--- src/verilog/rv_decode_pkg.sv ---
/*
    Shared types and opcodes for the RV32I decode stage.
    Only the six supported opcodes are listed; anything else decodes as illegal.
    Enum values are fixed so testbench vectors can use raw numbers.
*/
package rv_decode_pkg;

    localparam int XLEN  = 32;                  // Data path width
    localparam int REG_W = 5;                   // Register index width

    typedef logic [XLEN-1:0]  word_t;           // Instr, PC, immediate
    typedef logic [REG_W-1:0] reg_idx_t;        // rd / rs1 / rs2
    typedef logic [6:0]       opcode_t;

    localparam opcode_t OP_LOAD   = 7'b0000011; // LW/LH/LB
    localparam opcode_t OP_STORE  = 7'b0100011; // SW/SH/SB
    localparam opcode_t OP_RTYPE  = 7'b0110011;
    localparam opcode_t OP_ITYPE  = 7'b0010011; // Immediate ALU ops
    localparam opcode_t OP_BRANCH = 7'b1100011;
    localparam opcode_t OP_JAL    = 7'b1101111;

    typedef enum logic [2:0] {
        ALU_ADD = 3'd0,
        ALU_SUB = 3'd1,
        ALU_AND = 3'd2,
        ALU_OR  = 3'd3,
        ALU_XOR = 3'd4,
        ALU_SLT = 3'd5,
        ALU_SLL = 3'd6,
        ALU_SRL = 3'd7
    } alu_op_t;

    typedef enum logic [1:0] {
        ACL_ADD  = 2'd0,                        // Address add
        ACL_SUB  = 2'd1,                        // Branch compare
        ACL_FUNC = 2'd2                         // Look at funct fields
    } aluop_class_t;

    typedef enum logic [1:0] {RES_ALU = 2'd0, RES_MEM = 2'd1, RES_PC4 = 2'd2} result_src_t;
    typedef enum logic [1:0] {IMM_I = 2'd0, IMM_S = 2'd1, IMM_B = 2'd2, IMM_J = 2'd3} imm_src_t;

    // 00 word, 01 half, 10 byte, 11 not a store
    typedef enum logic [1:0] {
        ST_WORD = 2'd0,
        ST_HALF = 2'd1,
        ST_BYTE = 2'd2,
        ST_NONE = 2'd3
    } store_t;

endpackage
--- src/verilog/ctrl_if.sv ---
/*
    Decoded control bundle between the controller and its consumers.
    src drives the bundle; dst is shared by the extender and the pipeline register.
*/
`timescale 1ns/1ns
interface ctrl_if;
    import rv_decode_pkg::*;

    alu_op_t     alu_ctrl;                      // ALU operation
    result_src_t result_src;                    // Writeback mux select
    imm_src_t    imm_src;                       // Immediate format
    logic        mem_write;                     // Data memory write enable
    logic        alu_src;                       // 1 = immediate operand
    logic        reg_write;                     // Register file write enable
    logic        jump;
    logic        branch;
    store_t      store_type;                    // Store width
    logic        illegal;                       // Unsupported encoding

    modport src (
        output alu_ctrl, result_src, imm_src, mem_write, alu_src,
               reg_write, jump, branch, store_type, illegal
    );

    modport dst (
        input  alu_ctrl, result_src, imm_src, mem_write, alu_src,
               reg_write, jump, branch, store_type, illegal
    );

endinterface

--- src/verilog/aludec.sv ---
/*
    ALU decoder, purely combinational.
    SRA/SRAI and SLTU/SLTIU are not supported and are flagged illegal.
*/
`timescale 1ns/1ns
module aludec (
    input  rv_decode_pkg::aluop_class_t i_aluop,    // From main decoder
    input  logic [2:0]                  i_funct3,
    input  logic                        i_funct7b5, // funct7 bit 5
    input  logic                        i_opb5,     // Opcode bit 5, 1 = R-type
    output rv_decode_pkg::alu_op_t      o_alu_ctrl,
    output logic                        o_illegal
);
    import rv_decode_pkg::*;

    always_comb begin
        o_alu_ctrl = ALU_ADD;
        o_illegal  = 1'b0;
        case (i_aluop)
            ACL_ADD: o_alu_ctrl = ALU_ADD;      // Load/store address
            ACL_SUB: o_alu_ctrl = ALU_SUB;      // Branch compare
            ACL_FUNC: begin
                case (i_funct3)
                    3'b000:  o_alu_ctrl = (i_opb5 && i_funct7b5) ? ALU_SUB : ALU_ADD;
                    3'b001:  o_alu_ctrl = ALU_SLL;
                    3'b010:  o_alu_ctrl = ALU_SLT;
                    3'b100:  o_alu_ctrl = ALU_XOR;
                    3'b101: begin
                        o_alu_ctrl = ALU_SRL;
                        o_illegal  = i_funct7b5; // SRA / SRAI
                    end
                    3'b110:  o_alu_ctrl = ALU_OR;
                    3'b111:  o_alu_ctrl = ALU_AND;
                    default: o_illegal  = 1'b1;  // SLTU / SLTIU
                endcase
            end
            default: o_illegal = 1'b1;          // Unused class code
        endcase
    end

endmodule

--- src/verilog/controller.sv ---
/*
    Control unit: main decoder plus ALU decoder.
    An illegal instruction has reg_write, mem_write, jump and branch forced low,
    so it never has side effects downstream.
*/
`timescale 1ns/1ns
module controller (
    input  rv_decode_pkg::opcode_t i_op,
    input  logic [2:0]             i_funct3,
    input  logic                   i_funct7b5,
    ctrl_if.src                    ctrl         // Decoded bundle out
);
    import rv_decode_pkg::*;

    aluop_class_t aluop;                        // Main to ALU decoder
    logic         md_illegal;
    logic         ad_illegal;
    logic         md_mem_write;                 // Ungated enables
    logic         md_reg_write;
    logic         md_jump;
    logic         md_branch;
    logic         illegal;

    maindec u_maindec (
        .i_op         (i_op),
        .i_funct3     (i_funct3),
        .o_result_src (ctrl.result_src),
        .o_imm_src    (ctrl.imm_src),
        .o_mem_write  (md_mem_write),
        .o_alu_src    (ctrl.alu_src),
        .o_reg_write  (md_reg_write),
        .o_jump       (md_jump),
        .o_branch     (md_branch),
        .o_aluop      (aluop),
        .o_store_type (ctrl.store_type),
        .o_illegal    (md_illegal)
    );

    aludec u_aludec (
        .i_aluop    (aluop),
        .i_funct3   (i_funct3),
        .i_funct7b5 (i_funct7b5),
        .i_opb5     (i_op[5]),                  // Splits SUB from ADDI
        .o_alu_ctrl (ctrl.alu_ctrl),
        .o_illegal  (ad_illegal)
    );

    assign illegal        = md_illegal | ad_illegal;
    assign ctrl.illegal   = illegal;
    assign ctrl.mem_write = md_mem_write & ~illegal; // Kill side effects
    assign ctrl.reg_write = md_reg_write & ~illegal;
    assign ctrl.jump      = md_jump & ~illegal;
    assign ctrl.branch    = md_branch & ~illegal;

endmodule

--- src/verilog/decode_reg.sv ---
/*
    One-entry decode-to-execute register with valid/ready on both sides.
    Accepts when empty or when the held entry leaves in the same cycle,
    so throughput is one per cycle and latency exactly one cycle.
    Reset clears valid and all control fields; payload fields are not reset.
*/
`timescale 1ns/1ns
module decode_reg (
    input  logic                        i_clk,
    input  logic                        i_rst_n,      // Sync, active low
    input  logic                        i_valid,      // Upstream handshake
    output logic                        o_ready,
    ctrl_if.dst                         ctrl,         // From controller
    input  rv_decode_pkg::word_t        i_imm,
    input  rv_decode_pkg::word_t        i_pc,
    input  rv_decode_pkg::reg_idx_t     i_rd,
    input  rv_decode_pkg::reg_idx_t     i_rs1,
    input  rv_decode_pkg::reg_idx_t     i_rs2,
    output logic                        o_valid,      // Downstream handshake
    input  logic                        i_ready,
    output rv_decode_pkg::alu_op_t      o_alu_ctrl,
    output rv_decode_pkg::result_src_t  o_result_src,
    output logic                        o_mem_write,
    output logic                        o_alu_src,
    output logic                        o_reg_write,
    output logic                        o_jump,
    output logic                        o_branch,
    output rv_decode_pkg::store_t       o_store_type,
    output logic                        o_illegal,
    output rv_decode_pkg::word_t        o_imm,
    output rv_decode_pkg::word_t        o_pc,
    output rv_decode_pkg::reg_idx_t     o_rd,
    output rv_decode_pkg::reg_idx_t     o_rs1,
    output rv_decode_pkg::reg_idx_t     o_rs2
);
    import rv_decode_pkg::*;

    logic load;                                 // Upstream transfer this edge

    assign o_ready = ~o_valid | i_ready;        // Empty or draining
    assign load    = i_valid & o_ready;

    always_ff @(posedge i_clk) begin
        if (!i_rst_n) begin
            o_valid      <= 1'b0;
            o_alu_ctrl   <= ALU_ADD;
            o_result_src <= RES_ALU;
            o_mem_write  <= 1'b0;
            o_alu_src    <= 1'b0;
            o_reg_write  <= 1'b0;
            o_jump       <= 1'b0;
            o_branch     <= 1'b0;
            o_store_type <= ST_WORD;
            o_illegal    <= 1'b0;
        end else begin
            if (o_ready)
                o_valid <= i_valid;             // Refill or go empty
            if (load) begin
                o_alu_ctrl   <= ctrl.alu_ctrl;
                o_result_src <= ctrl.result_src;
                o_mem_write  <= ctrl.mem_write;
                o_alu_src    <= ctrl.alu_src;
                o_reg_write  <= ctrl.reg_write;
                o_jump       <= ctrl.jump;
                o_branch     <= ctrl.branch;
                o_store_type <= ctrl.store_type;
                o_illegal    <= ctrl.illegal;
            end
        end
    end

    always_ff @(posedge i_clk) begin
        if (load) begin
            o_imm <= i_imm;                     // Payload, no reset
            o_pc  <= i_pc;
            o_rd  <= i_rd;
            o_rs1 <= i_rs1;
            o_rs2 <= i_rs2;
        end
    end

    // Stalled entry holds all fields until it is taken
    a_hold: assert property (@(posedge i_clk) disable iff (!i_rst_n)
        (o_valid && !i_ready) |=> o_valid && $stable({o_alu_ctrl, o_result_src,
            o_mem_write, o_alu_src, o_reg_write, o_jump, o_branch, o_store_type,
            o_illegal, o_imm, o_pc, o_rd, o_rs1, o_rs2}));

    a_reset: assert property (@(posedge i_clk) !i_rst_n |=> !o_valid);

endmodule

--- src/verilog/decode_top.sv ---
/*
    RV32I decode stage top level.
    Plain ports on both handshakes; one cycle from input handshake to o_valid.
    No register file or hazard logic here; rd/rs1/rs2 are passed through.
*/
`timescale 1ns/1ns
module decode_top (
    input  logic                        i_clk,
    input  logic                        i_rst_n,
    input  logic                        i_valid,
    input  rv_decode_pkg::word_t        i_instr,      // Fetched word
    input  rv_decode_pkg::word_t        i_pc,
    output logic                        o_ready,
    output logic                        o_valid,
    input  logic                        i_ready,      // Execute can take it
    output rv_decode_pkg::alu_op_t      o_alu_ctrl,
    output rv_decode_pkg::result_src_t  o_result_src,
    output logic                        o_mem_write,
    output logic                        o_alu_src,
    output logic                        o_reg_write,
    output logic                        o_jump,
    output logic                        o_branch,
    output rv_decode_pkg::store_t       o_store_type,
    output logic                        o_illegal,
    output rv_decode_pkg::word_t        o_imm,
    output rv_decode_pkg::word_t        o_pc,
    output rv_decode_pkg::reg_idx_t     o_rd,
    output rv_decode_pkg::reg_idx_t     o_rs1,
    output rv_decode_pkg::reg_idx_t     o_rs2
);
    import rv_decode_pkg::*;

    opcode_t  opcode;
    reg_idx_t rd, rs1, rs2;
    word_t    imm;

    assign opcode = i_instr[6:0];               // Instruction fields
    assign rd     = i_instr[11:7];
    assign rs1    = i_instr[19:15];
    assign rs2    = i_instr[24:20];

    ctrl_if ctrl_bus ();

    controller u_controller (
        .i_op       (opcode),
        .i_funct3   (i_instr[14:12]),
        .i_funct7b5 (i_instr[30]),
        .ctrl       (ctrl_bus)
    );

    immext u_immext (
        .i_instr (i_instr),
        .ctrl    (ctrl_bus),
        .o_imm   (imm)
    );

    decode_reg u_decode_reg (
        .i_clk        (i_clk),
        .i_rst_n      (i_rst_n),
        .i_valid      (i_valid),
        .o_ready      (o_ready),
        .ctrl         (ctrl_bus),
        .i_imm        (imm),
        .i_pc         (i_pc),
        .i_rd         (rd),
        .i_rs1        (rs1),
        .i_rs2        (rs2),
        .o_valid      (o_valid),
        .i_ready      (i_ready),
        .o_alu_ctrl   (o_alu_ctrl),
        .o_result_src (o_result_src),
        .o_mem_write  (o_mem_write),
        .o_alu_src    (o_alu_src),
        .o_reg_write  (o_reg_write),
        .o_jump       (o_jump),
        .o_branch     (o_branch),
        .o_store_type (o_store_type),
        .o_illegal    (o_illegal),
        .o_imm        (o_imm),
        .o_pc         (o_pc),
        .o_rd         (o_rd),
        .o_rs1        (o_rs1),
        .o_rs2        (o_rs2)
    );

endmodule

--- src/verilog/immext.sv ---
/*
    Immediate extender for the I, S, B and J formats.
    Always sign-extends from instruction bit 31; B and J have bit 0 cleared.
*/
`timescale 1ns/1ns
module immext (
    input  rv_decode_pkg::word_t i_instr,       // Full instruction word
    ctrl_if.dst                  ctrl,          // Only imm_src is used
    output rv_decode_pkg::word_t o_imm
);
    import rv_decode_pkg::*;

    always_comb begin
        case (ctrl.imm_src)
            IMM_I: o_imm = {{20{i_instr[31]}}, i_instr[31:20]};
            IMM_S: o_imm = {{20{i_instr[31]}}, i_instr[31:25], i_instr[11:7]};
            IMM_B: o_imm = {{20{i_instr[31]}}, i_instr[7], i_instr[30:25],
                            i_instr[11:8], 1'b0};               // 13-bit offset
            IMM_J: o_imm = {{12{i_instr[31]}}, i_instr[19:12], i_instr[20],
                            i_instr[30:21], 1'b0};              // 21-bit offset
            default: o_imm = '0;
        endcase
    end

endmodule

--- src/verilog/maindec.sv ---
/*
    Main decoder, purely combinational.
    Unknown opcodes raise o_illegal with every write enable off.
    Load funct3 is not checked; store funct3 above 2 is illegal.
*/
`timescale 1ns/1ns
module maindec (
    input  rv_decode_pkg::opcode_t      i_op,           // 7-bit opcode
    input  logic [2:0]                  i_funct3,       // Store width select
    output rv_decode_pkg::result_src_t  o_result_src,   // Writeback source
    output rv_decode_pkg::imm_src_t     o_imm_src,      // Immediate format
    output logic                        o_mem_write,
    output logic                        o_alu_src,      // Reg or immediate
    output logic                        o_reg_write,
    output logic                        o_jump,
    output logic                        o_branch,
    output rv_decode_pkg::aluop_class_t o_aluop,        // Class for aludec
    output rv_decode_pkg::store_t       o_store_type,
    output logic                        o_illegal
);
    import rv_decode_pkg::*;

    always_comb begin
        o_result_src = RES_ALU;                 // Defaults: a no-op
        o_imm_src    = IMM_I;
        o_mem_write  = 1'b0;
        o_alu_src    = 1'b0;
        o_reg_write  = 1'b0;
        o_jump       = 1'b0;
        o_branch     = 1'b0;
        o_aluop      = ACL_ADD;
        o_store_type = ST_NONE;
        o_illegal    = 1'b0;
        case (i_op)
            OP_LOAD: begin
                o_result_src = RES_MEM;         // Data from memory
                o_alu_src    = 1'b1;            // rs1 + imm
                o_reg_write  = 1'b1;
            end
            OP_STORE: begin
                o_imm_src   = IMM_S;
                o_alu_src   = 1'b1;
                o_mem_write = 1'b1;
                case (i_funct3)
                    3'b000:  o_store_type = ST_BYTE;
                    3'b001:  o_store_type = ST_HALF;
                    3'b010:  o_store_type = ST_WORD;
                    default: begin
                        o_mem_write = 1'b0;     // No width to write
                        o_illegal   = 1'b1;
                    end
                endcase
            end
            OP_RTYPE: begin
                o_reg_write = 1'b1;
                o_aluop     = ACL_FUNC;
            end
            OP_ITYPE: begin
                o_alu_src   = 1'b1;
                o_reg_write = 1'b1;
                o_aluop     = ACL_FUNC;
            end
            OP_BRANCH: begin
                o_imm_src = IMM_B;
                o_branch  = 1'b1;
                o_aluop   = ACL_SUB;            // Compare by subtract
            end
            OP_JAL: begin
                o_imm_src    = IMM_J;
                o_result_src = RES_PC4;         // Link address
                o_reg_write  = 1'b1;
                o_jump       = 1'b1;
            end
            default: o_illegal = 1'b1;
        endcase
    end

endmodule

--- config.mk ---
export PLATFORM = sky130hd
export DESIGN_NAME = decode_top
export DESIGN_NICKNAME = d
export VERILOG_FILES = /design/src/verilog/rv_decode_pkg.sv /design/src/verilog/ctrl_if.sv /design/src/verilog/aludec.sv /design/src/verilog/controller.sv /design/src/verilog/decode_reg.sv /design/src/verilog/decode_top.sv /design/src/verilog/immext.sv /design/src/verilog/maindec.sv
export SDC_FILE = /design/constraint.sdc
export NUM_CORES = 1
export LEC_CHECK = 0
export BUFFER_PORTS_ARGS = -buffer_cell sky130_fd_sc_hd__buf_2
export CORE_UTILIZATION = 40
export DETAILED_ROUTE_END_ITERATION = 8
export PLACE_DENSITY_LB_ADDON = 0.15
export SLEW_MARGIN = 5
export SYNTH_ARGS = -nofsm -noshare
export SYNTH_HDL_FRONTEND = slang
export SYNTH_SLANG_ARGS = --single-unit
--- constraint.sdc ---
create_clock -name i_clk -period 1.7 [get_ports i_clk]
set_input_delay 0.085 -clock i_clk [delete_from_list [all_inputs] [get_ports i_clk]]
set_output_delay 0.085 -clock i_clk [all_outputs]
set_load 0.05 [all_outputs]
Yosys cells after proc, flatten, opt, wreduce, memory -nomap -nowiden
Cells that the tools add are included.
{ "totals": {"out_inout_bits": 94, "in_bits": 68, "register_bits": 93} }
{ "classes": {"n_mux": 19, "eq_ne": 17, "reduce_logical": 11, "n_bitwise": 9} }
{ "op_table": {"columns": ["op", "count"], "rows": [
  ["$pmux W32 S4", 1],
  ["$pmux W3 S7", 1],
  ["$eq A7 B6 Y1 const B", 2],
  ["$eq A7 B7 Y1 const B", 2],
  ["$eq A3 B3 Y1 const B", 4],
  ["$pmux W2 S3", 2],
  ["$mux W1", 8],
  ["$pmux W2 S2", 2],
  ["$eq A7 B2 Y1 const B", 1],
  ["$eq A7 B5 Y1 const B", 1],
  ["$eq A2 B2 Y1 const B", 3],
  ["$pmux W1 S2", 3],
  ["$pmux W3 S2", 1],
  ["$reduce_or A3 Y1", 2],
  ["$reduce_or A6 Y1", 1],
  ["$and A1 B1 Y1", 5],
  ["$reduce_or A5 Y1", 1],
  ["$eq A2 B1 Y1 const B", 2],
  ["$logic_not A2 Y1", 2],
  ["$reduce_or A2 Y1", 2],
  ["$reduce_or A4 Y1", 1],
  ["$eq A3 B1 Y1 const B", 1],
  ["$eq A3 B2 Y1 const B", 1],
  ["$logic_not A3 Y1", 1],
  ["4 further kinds", 6]
]} }

Depth between registers and ports, before layout
Gate-level depths: netlist of the first run.
{ "logic_depth": {"word_depth": 9, "ltp_mapped": 8, "ltp_nobuf": 8} }

Cells and area by module
From an unflattened synthesis of the first run, not the netlist that was laid out.
{ "unflattened": {"cells_unflattened": 235, "hier_area_um2": 3634.7} }
{ "by_module_without_submodules": {"columns": ["module", "seq_area_each_um2", "area_per_inst_um2", "instances", "cells_each"], "rows": [
  ["decode_reg", 2652.5, 2959.1, 1, 141],
  ["immext", 0.0, 322.8, 1, 39],
  ["maindec", 0.0, 176.4, 1, 29],
  ["aludec", 0.0, 140.1, 1, 21],
  ["controller", 0.0, 36.3, 1, 5]
]} }

Least setup slack after synthesis of the first run
Ideal clock, no wire load.
{ "synth_timing": {"path_type": "flip-flop to flip-flop", "start": "register u_decode_reg.o_valid", "end": "register u_decode_reg.o_imm[0] (enable)", "setup_slack_ns": -0.833, "setup_ns": 0.398, "arrival_ns": 2.135, "synth_period_minus_slack_ns": 2.533, "t_required_ns": 1.302, "stages_incl_launch_ff": 5, "cell_sequence": "dfxtp_1 > nand2b_1 > nand2_1 > inv_1 > buf_2"} }
{ "synth_via": {"elab_chain_len": 3} }
{ "synth_lines": {"columns": ["item", "line", "source"], "rows": [
  ["start, declared", "decode_reg.sv:19", "output logic o_valid,"],
  ["start signal, assigned", "decode_reg.sv:57", "o_valid <= i_valid;"],
  ["$not A1 Y1", "decode_reg.sv:40", "assign o_ready = ~o_valid | i_ready;"],
  ["$or A1 B1 Y1", "decode_reg.sv:40", null],
  ["via o_ready", "decode_top.sv:13", "output logic o_ready,"],
  ["$and A1 B1 Y1", "decode_reg.sv:41", "assign load = i_valid & o_ready;"],
  ["via u_decode_reg.load", "decode_reg.sv:38", "logic load;"],
  ["end signal, assigned", "decode_reg.sv:74", "o_imm <= i_imm;"],
  ["end, declared", "decode_reg.sv:30", "output rv_decode_pkg::word_t o_imm,"]
]} }
The timed path passes the listed nets, and every way through them passes these cells.
A chain may end at the register's enable or synchronous reset.

Final worst setup path of the first run
{ "layout_timing": {"start": "input i_instr[6]", "end": "register u_decode_reg.o_jump"} }
{ "layout_via": {"elab_chain_len": 9, "elab_cells_between_ends": 19, "cone_classes": "8 x eq/ne; 4 x mux; 3 x bitwise; 4 x reduce/logical"} }
{ "layout_lines": {"columns": ["item", "line", "source"], "rows": [
  ["start, declared", "decode_top.sv:11", "input rv_decode_pkg::word_t i_instr,"],
  ["$eq A7 B5 Y1 / $eq A7 B6 Y1 (equally long branches)", "maindec.sv:34", "case (i_op)"],
  ["$reduce_or A2 Y1 (no line)", null, null],
  ["$pmux W2 S2", "maindec.sv:34", null],
  ["$eq A2 B1 Y1 / $logic_not A2 Y1 (equally long branches)", "aludec.sv:19", "case (i_aluop)"],
  ["$reduce_or A2 Y1 (no line)", null, null],
  ["$pmux W1 S2", "aludec.sv:19", null],
  ["$or A1 B1 Y1", "controller.sv:48", "assign illegal = md_illegal | ad_illegal;"],
  ["$not A1 Y1", "controller.sv:52", "assign ctrl.jump = md_jump & ~illegal;"],
  ["$and A1 B1 Y1 (*)", "controller.sv:52", null],
  ["end signal, assigned", "decode_reg.sv:64", "o_jump <= ctrl.jump;"],
  ["end, declared", "decode_reg.sv:26", "output logic o_jump,"]
]} }
Mark *: on every way between the ends. The rest lies on a longest branch, timed or not.

==> summary.txt, run 1 <==
Logic synthesis
  • Top_reg_cell synth: edfxtp_1
  • Mapped Area: 3119 µm²
  • Number of flops mapped to enable cells by yosys: 68
  • Post-Syn Nets: 268
  • Fraction of registers with async set/reset: 0%
  • Post-synthesis sequential area ratio: 74.45%
  • Mean Syn Cell Area: 15.83 µm²
  • Synth Warn #: 0
  • Post-Synthesis Cells: 197
  • Post-synthesis register bit count: 82
  • Distinct cells, synth: 36

Final layout
  • Layout Nets: 494
  • Layout cell share with drive strength beyond 1: 49.07%
  • Cell Count, Final, Fillers Out: 527
  • Post-route cell area: 4863 µm²
  • Area grow syn2layout: 55.92%
  • Register area: 2323 µm²
  • Antenna Cells: 0
  • Multi-input gate area: 663.1 µm²
  • Commonest non-fill, non-tap cells in the layout: buf_2 (161), edfxtp_1 (68), dlygate4sd3_1 (55), buf_4 (15), nand2_1 (14)
  • Most common cell after layout, fill and taps aside: buf_2
  • Fill count: 574

GRT
  • GRT Residual Overflow: 0
  • Number of global-route vias before repair: 2349
  • Largest net degree at the start of global routing: 44
  • First-pass GRT wire length: 12.12 mm
  • Initial antenna violation count: 0
  • Tot GR Track Use: 19.28%

Setup path
  • Critical Path RT: 1940 ps
  • CP startpoint kind: input port
  • Crit path arrival time: 1670 ps
  • R2R depth: 6
  • CP Max Fanout: 4
  • Crit path kind: in -> reg
  • Crit. End Element: register

Place
  • GPL Wtd Cong: 0.8088
  • Placed insts: 456
  • Post-placement cell area: 4095 µm²
  • Port Buffers: 161
  • Hpwl dp: 5.052 mm

Timing
  • Worst rel slew slack: 59.72%
  • Final hold viol count: 0
  • Fin Setup TNS: 0 ps
  • Worst slew pin tran: 603.0 ps
  • RSZ-0062 raised after global routing: no
  • Final setup vio count: 0
  • Fin Clk Skew: 8.752 ps
  • Max Fclk: 700.5 MHz
  • Max-slew violation count: 0
  • Tcrit/Tclk final: 83.98%
  • Post-layout min period: 1428 ps
  • Final Hold Slack: 48.13 ps

Route
  • Post-DRT Antenna Nets: 0
  • WL/cell: 14.31 µm
  • Number of remaining DRC errors: 0
  • Via-per-instance ratio: 4.628
  • Drt total wl: 7.539 mm
  • Via count: 2439
  • Drt pass-1 iters: 4
  • Initial DRC count: 54

Clocking
  • Setup bufs post-CTS: 0
  • CTS tree: yes
  • TritonCTS buffer count: 9
  • H-tree lvl count: 3
  • Root Driver: clkbuf_8
  • Clk sink count: 82
  • Worst skew pair latency: 350 ps
  • Clock transition at path regs: 80 ps
  • Largest buffer count on any clock path: 2

Die
  • Die Area: 8155 µm²
  • # rows: 31
  • Core area: 7408 µm²
  • I/O Pins: 162
  • Die width: 90.31 µm
  • Die Y: 90.31 µm
  • Initial core utilization: 42.10%

Worst hold path
  • Worst Hold Depth: 3
  • Worst hold path class: in -> reg

Power and ir drop
  • VDD IR max: 0.5233 mV
  • Total chip power: 4.748 mW
  • Power Density: 976.3 nW/µm²
  • Lkg Pwr: 2.138 nW

Run
  • Max Cap Viol: 0

Outcome
  • Outcome: finished clean
==> state kept, by name (all words and copies together), names as in the netlist <==
register	flops
u_decode_reg.o_rs1	5
u_decode_reg.o_store_type	2
u_decode_reg.o_imm	21
u_decode_reg.o_reg_write	1
u_decode_reg.o_valid	1
u_decode_reg.o_alu_ctrl	3
u_decode_reg.o_jump	1
u_decode_reg.o_rs2	5
u_decode_reg.o_mem_write	1
u_decode_reg.o_alu_src	1
u_decode_reg.o_result_src	2
u_decode_reg.o_rd	5
u_decode_reg.o_illegal	1
u_decode_reg.o_pc	32
u_decode_reg.o_branch	1
==> power breakdown <==
group          switching [mW]  internal [mW]
Sequential             0.0278           2.30
Clock                   0.693          0.833
Combinational           0.620          0.278
Total                    1.34           3.41
==> worst paths after layout <==
check / to / slack, ps / from
hold / removal: u_decode_reg.o_valid / 50 / i_ready
setup / recovery: u_decode_reg.o_jump / 270 / i_instr[6]
hold reg to reg: u_decode_reg.o_alu_ctrl[2] / 470 / u_decode_reg.o_alu_ctrl[2]
setup reg to reg: u_decode_reg.o_alu_ctrl[0] / 440 / u_decode_reg.o_valid
==> worst max-delay path, stage by stage <==
cell	delay, ps
buf_2	100
or3_4	380
nor2_2	120
and2_1	160
inv_1	70
ha_1	200
nor3_2	230
a311oi_2	90
a32o_1	240
==> synth_stat cells (3+ instances only) <==
master | instances | area (µm²)
edfxtp_1 | 68 | 2042
dfxtp_1 | 14 | 280.3
nand2_1 | 14 | 52.55
buf_4 | 11 | 82.58
a21o_1 | 8 | 60.06
a21boi_0 | 7 | 52.55
nand3_1 | 7 | 35.03
a32o_1 | 6 | 60.06
inv_1 | 6 | 22.52
mux2_2 | 6 | 67.56
nor2_1 | 6 | 22.52
buf_2 | 5 | 25.02
a31oi_1 | 3 | 18.77
ha_1 | 3 | 37.54
nand3b_1 | 3 | 22.52
o21ai_0 | 3 | 15.01
==> layer usage <==
layer / vias to the layer above / global-route usage (%) / wire, µm
met4: 0 / 7.124 / 148
met5: - / 0 / 0
met1: 1131 / 25.42 / 3244
li1: 1177 / - / -
met3: 14 / 5.303 / 546
met2: 117 / 30.53 / 3599
==> cells by family (layout without fill, tap and decap cells) <==
kind of cell             count (synthesis)  in the layout  share of synthesized area (%)
flip-flops                              82             82                          74.45
multiplexers                             6              6                          2.166
XOR/XNOR                                 3              3                         0.8425
buffers and inverters                   25            256                          4.533
AND/OR/NAND/NOR                         44             44                          8.503
AO/OA/AOI/OAI                           34             34                          8.303
adder cells (fa/ha/maj)                  3              3                          1.203
==> metrics by stage <==
step | worst slack, ps | util [%]
floorplan | 0.4352 | -
global placement | -66.34 | 55.28
detailed placement | -99.69 | 55.28
CTS | 277.4 | 65.65
global route | 167.0 | 65.65
finish | 272.4 | 65.65
==> cell type report <==
cell class                      count  area share (%)
Timing Repair Buffer              233           31.03
Clock buffer                       10           2.624
Clock inverter                      6           1.852
Inverter                            7          0.5403
Tap cell                           99           2.547
Sequential cell                    82           47.77
Multi-Input combinational cell     90           13.64
==> repair_timing <==
item	in CTS	in global routing
endpoints found under the hold margin	55	0
hold buffers	55	0
resized for setup	0	0
Power figures use the tool's default switching activity.
==> run 2: changes to the inputs <==
CORE_UTILIZATION = 45   (was 40)
clock period = 1.4 ns   (was 1.7 ns; I/O delays follow)
==> summary.txt, run 2 (synthesis gave the netlist of run 1 again) <==
GRT
  • First-pass GRT wire length: 12.16 mm (+0.28%)
  • Tot GR Track Use: 22.33% (+3.0 points)
  • Number of global-route vias before repair: 2438 (+3.8%)
  • Initial antenna violation count: 0 (unchanged)
  • GRT Residual Overflow: 0 (unchanged)
  • Largest net degree at the start of global routing: 33 (-25%)

Timing
  • Max-slew violation count: 0 (unchanged)
  • Post-layout min period: 1342 ps
  • Worst slew pin tran: 584.6 ps (-18.40 ps)
  • Final hold viol count: 0 (unchanged)
  • Fin Setup TNS: 0 ps (unchanged)
  • Final Hold Slack: 23.56 ps (-24.56 ps)
  • Worst rel slew slack: 60.95% (+1.2 points)
  • Tcrit/Tclk final: 95.88%
  • PnR worst setup slack: 57.70 ps (-214.7 ps)
  • Max Fclk: 745.0 MHz
  • RSZ-0062 raised after global routing: yes
  • Fin Clk Skew: 4.610 ps (-4.142 ps)
  • Final setup vio count: 0 (unchanged)

Die
  • Initial core utilization: 47.76% (+5.7 points)
  • I/O Pins: 162 (unchanged)
  • Core area: 6531 µm² (-12%)
  • Die Y: 85.26 µm (-5.6%)
  • Die Area: 7268 µm² (-11%)
  • # rows: 29 (-6.5%)
  • Die width: 85.26 µm (-5.6%)

Route
  • WL/cell: 15.82 µm (+11%)
  • Drt pass-1 iters: 4 (unchanged)
  • Via-per-instance ratio: 4.854 (+4.9%)
  • Top Layer Used: met4
  • Post-DRT Antenna Nets: 0 (unchanged)
  • Drt total wl: 8.035 mm (+6.6%)
  • Via count: 2466 (+1.1%)
  • Number of remaining DRC errors: 0 (unchanged)
  • DRT met1 WL: 3.205 mm (-1.2%)
  • WL met3: 636 µm (+16%)
  • Metal2 WL: 4.110 mm (+14%)
  • Initial DRC count: 79 (+46%)

Final layout
  • Most flops, register: u_decode_reg.o_pc
  • Antenna Cells: 0 (unchanged)
  • Layout cell share with drive strength beyond 1: 51.51% (+2.4 points)
  • Area grow syn2layout: 58.48%
  • Layout Nets: 498 (+0.81%)
  • Most common cell after layout, fill and taps aside: buf_2
  • Top flop regs: u_decode_reg.o_pc: 32 flops, u_decode_reg.o_imm: 21 flops
  • Register area: 2326 µm² (+0.11%)
  • Multi-input gate area: 726.9 µm² (+9.6%)
  • Max reg flops: 32 (unchanged)
  • Post-layout util: 75.69% (+10 points)
  • Fill count: 421 (-27%)
  • Commonest non-fill, non-tap cells in the layout: buf_2 (161), edfxtp_1 (68), dlygate4sd3_1 (55), buf_4 (18), dfxtp_1 (13)

Place
  • DP Worst Slack: -310.9 ps (-211.2 ps)
  • GPL Wtd Cong: 0.8389 (+3.7%)
  • Port Buffers: 161 (unchanged)
  • Hpwl dp: 5.034 mm (-0.36%)

Power and ir drop
  • Logic gate share of total power: 19.2% (+0.3 points)
  • Internal power: 4.145 mW (+22%)
  • Switching power share of the total: 28.70% (+0.45 points)
  • Sw Pwr: 1.668 mW (+24%)
  • Lkg Pwr: 2.174 nW (+1.7%)
  • Flop pwr share: 48.6% (-0.4 points)
  • Clock power share: 32.2% (about the same)
  • Power Density: 1176 nW/µm² (+20%)
  • VDD IR max: 0.6844 mV (+31%)

Setup path
  • Biggest cell delay along the critical path: 390 ps (about the same)
  • Worst-path cell chain: buf_2, or3_4, nor2_4, and2_4, inv_4, ha_4, nor3_4, a311oi_2, a32o_1
  • Critical Path RT: 1650 ps (-290 ps)
  • CP Max Fanout: 4 (unchanged)
  • Crit path kind: in -> reg
  • Crit. End Element: register
  • Crit-path slowest cell: or3_4
  • CP startpoint kind: input port
  • Crit path arrival time: 1590 ps (-80 ps)

Clocking
  • Clock transition at path regs: 80 ps (about the same)
  • Setup bufs post-CTS: 0 (unchanged)
  • Worst skew pair latency: 350 ps (about the same)
  • H-tree lvl count: 3 (unchanged)
  • Clk sink count: 82 (unchanged)
  • CTS tree: yes
  • Root Driver: clkbuf_8
  • TritonCTS buffer count: 9 (unchanged)
  • Post-cts resize count: 0 (unchanged)
  • Largest buffer count on any clock path: 2 (unchanged)

Outcome
  • Outcome: finished clean

Run
  • Max Cap Viol: 0 (unchanged)

Worst hold path
  • Worst hold path class: in -> reg
==> run 2: worst max-delay path, delay by kind of cell <==
family / cells / cell delay, ps
compound gates: 2 / 350
simple gates: 4 / 860
buf+inv: 2 / 150
fa+ha+maj: 1 / 150
==> run 2: layer usage <==
| metal | global-route usage, % | up-vias |
|---|---|---|
| li1 | - | 1185 |
| met1 | 26.06 | 1147 |
| met2 | 39.74 | 126 |
| met3 | 6.518 | 8 |
| met4 | 7.121 | 0 |
| met5 | 0 | - |
==> run 2: power by group through the flow <==
| stage | Combinational [mW] | Sequential [mW] | Clock (mW) |
|---|---|---|---|
| 2_1_floorplan | 0.243 | 3.33 | 0 |
| 3_3_place_gp | 0.983 | 2.87 | 0 |
| 3_5_place_dp | 0.990 | 2.88 | 0 |
| 4_1_cts | 1.11 | 2.82 | 1.91 |
| 5_1_grt | 1.17 | 2.84 | 2.00 |
| 6_report | 1.12 | 2.82 | 1.87 |
==> run 2: layout make-up <==
class	count	share of cell area (%)
Tap cell	77	1.949
Timing Repair Buffer	237	31.38
Inverter	7	0.5821
Clock inverter	6	1.822
Clock buffer	9	2.506
Sequential cell	82	47.05
Multi-Input combinational cell	90	14.71
==> run 2: stage by stage <==
step                      instance area [µm²]  instances  total power, mW
after floorplan                          3212        197            3.570
after global placement                   4179        438            3.856
after detailed placement                 4179        438            3.866
final                                    4943        508            5.813
after global routing                     4943        508            6.001
after CTS                                4943        508            5.843
==> run 2: worst paths after layout <==
path	start	endpoint	slack (ps)	cells past startpoint
setup / recovery	i_instr[3]	u_decode_reg.o_branch	60	9
setup reg to reg	u_decode_reg.o_valid	u_decode_reg.o_alu_ctrl[0]	200	6
hold / removal	i_ready	u_decode_reg.o_valid	20	3
hold reg to reg	u_decode_reg.o_alu_ctrl[2]	u_decode_reg.o_alu_ctrl[2]	460	2
==> run 2: what timing repair did <==
item                       in CTS  in global routing
setup endpoints to repair       0                  1
hold buffers                   55                  0
hold endpoints to repair       58                  0
==> run 3: changes to the inputs <==
RECOVER_POWER = 100   (was not set)
==> summary.txt, run 3 (synthesis gave the netlist of run 1 again) <==
Final layout
  • Most flops, register: u_decode_reg.o_pc
  • Layout Nets: 498 (unchanged)
  • Layout cell share with drive strength beyond 1: 30.86% (-21 points)
  • Area grow syn2layout: 54.63%
  • Post-route cell area: 4823 µm² (-2.4%)
  • Commonest non-fill, non-tap cells in the layout: clkbuf_1 (86), edfxtp_1 (68), dlygate4sd3_1 (55), buf_2 (51), clkbuf_2 (26)
  • Most common cell after layout, fill and taps aside: clkbuf_1
  • Antenna Cells: 0 (unchanged)
  • Top flop regs: u_decode_reg.o_pc: 32 flops, u_decode_reg.o_imm: 21 flops
  • Max reg flops: 32 (unchanged)

Clocking
  • Largest buffer count on any clock path: 2 (unchanged)
  • Root Driver: clkbuf_8
  • Worst skew pair latency: 350 ps (about the same)
  • CTS tree: yes
  • TritonCTS buffer count: 9 (unchanged)
  • Clk sink count: 82 (unchanged)
  • H-tree lvl count: 3 (unchanged)
  • Setup bufs post-CTS: 0 (unchanged)
  • Clock transition at path regs: 80 ps (about the same)

Route
  • Initial DRC count: 88 (+11%)
  • Drt total wl: 8.159 mm (+1.5%)
  • Via count: 2480 (+0.57%)
  • Post-DRT Antenna Nets: 0 (unchanged)
  • Number of remaining DRC errors: 0 (unchanged)
  • WL/cell: 16.06 µm (+1.5%)
  • Drt pass-1 iters: 5 (+1)
  • Via-per-instance ratio: 4.882 (+0.57%)

Die
  • I/O Pins: 162 (unchanged)
  • # rows: 29 (unchanged)
  • Core area: 6531 µm² (unchanged)
  • Die Y: 85.26 µm (unchanged)
  • Die Area: 7268 µm² (unchanged)
  • Initial core utilization: 47.76% (unchanged)
  • Die width: 85.26 µm (unchanged)

Setup path
  • Crit path kind: in -> reg
  • CP Max Fanout: 4 (unchanged)
  • Crit path arrival time: 1590 ps (about the same)
  • Crit. End Element: register
  • CP startpoint kind: input port
  • Critical Path RT: 1650 ps (about the same)

Timing
  • Final setup vio count: 0 (unchanged)
  • Final hold viol count: 0 (unchanged)
  • Final Hold Slack: 32.85 ps (+9.288 ps)
  • Max-slew violation count: 0 (unchanged)
  • Fin Setup TNS: 0 ps (unchanged)
  • Post-layout min period: 1341 ps (-1.165 ps)
  • Fin Clk Skew: 2.708 ps (-1.902 ps)
  • Worst slew pin tran: 654.7 ps (+70.04 ps)
  • Worst rel slew slack: 56.54% (-4.4 points)
  • Max Fclk: 745.6 MHz (about the same)
  • RSZ-0062 raised after global routing: yes
  • Tcrit/Tclk final: 95.80% (about the same)

Place
  • Hpwl dp: 5.034 mm (unchanged)
  • Port Buffers: 161 (unchanged)
  • GPL Wtd Cong: 0.8389 (unchanged)
  • Post-placement cell area: 4179 µm² (unchanged)

Power and ir drop
  • VDD IR max: 0.6840 mV (about the same)
  • Power Density: 1199 nW/µm² (+2.0%)
  • Lkg Pwr: 1.922 nW (-12%)

GRT
  • Initial antenna violation count: 0 (unchanged)
  • GRT Residual Overflow: 0 (unchanged)
  • First-pass GRT wire length: 12.16 mm (unchanged)
  • Number of global-route vias before repair: 2438 (unchanged)
  • Largest net degree at the start of global routing: 33 (unchanged)
  • Tot GR Track Use: 22.33% (unchanged)

Worst hold path
  • Worst hold path class: in -> reg

Run
  • Max Cap Viol: 0 (unchanged)

Outcome
  • Outcome: finished clean
-- run 3: changes by cell type in the layout (fill, tap and decap cells not counted) --
cell	previous run	this run
buf_2	161	51
buf_1	0	1
inv_1	4	5
clkbuf_2	0	26
clkbuf_1	0	86
dfxtp_1	13	14
buf_4	18	15
dfxtp_4	1	0
inv_2	2	1
-- run 3: where the power goes --
| part | internal, mW | total, mW | switching, mW | leakage, nW |
|---|---|---|---|---|
| Combinational | 0.314 | 1.08 | 0.768 | 1.04 |
| Sequential | 2.79 | 2.83 | 0.0410 | 0.772 |
| Clock | 1.00 | 1.87 | 0.868 | 0.106 |
| Total | 4.11 | 5.78 | 1.68 | 1.92 |
-- run 3: final timing paths --
check / endpoint / slack [ps] / depth (start not counted) / start
max: u_decode_reg.o_branch / 60 / 9 / i_instr[3]
min: u_decode_reg.o_valid / 30 / 3 / i_ready
min reg2reg: u_decode_reg.o_alu_ctrl[2] / 460 / 2 / u_decode_reg.o_alu_ctrl[2]
max reg2reg: u_decode_reg.o_alu_ctrl[0] / 110 / 6 / u_decode_reg.o_valid
-- run 3: through the flow --
step | setup slack (ps) | instances | power (mW) | utilization (%)
final | 58.87 | 508 | 5.784 | 73.85
after global routing | -2.696 | 508 | 5.968 | 73.85
after CTS | 68.45 | 508 | 5.843 | 75.69
after detailed placement | -310.9 | 438 | 3.866 | 63.98
after global placement | -255.2 | 438 | 3.856 | 63.98
after floorplan | -158.7 | 197 | 3.570 | -
-- run 3: layout make-up --
cell class	count	area [µm²]
Fill cell	486	1708
Timing Repair Buffer	237	1435
Inverter	7	28.78
Multi-Input combinational cell	90	726.9
Tap cell	77	96.34
Clock inverter	6	90.09
Sequential cell	82	2322
Clock buffer	9	123.9
-- run 3: timing repair --
item                                   CTS  global route
endpoints found under the hold margin   58             0
gates resized for setup                  0             0
setup endpoints to repair                0             1
hold buffers                            55             0
-- run 3: critical path: stages --
cell and delay (ps):
buf_2 100, or3_4 390, nor2_4 90, and2_4 170, inv_4 50, ha_4 150, nor3_4 210, a311oi_2 100
a32o_1 240
-- run 3: routing by layer --
metal	part of all wire (%)	global-route usage (%)	vias to the layer above
li1	-	-	1184
met1	40	26.06	1155
met2	50	39.74	131
met3	8.7	6.518	10
met4	1.4	7.121	0
met5	0	0	-
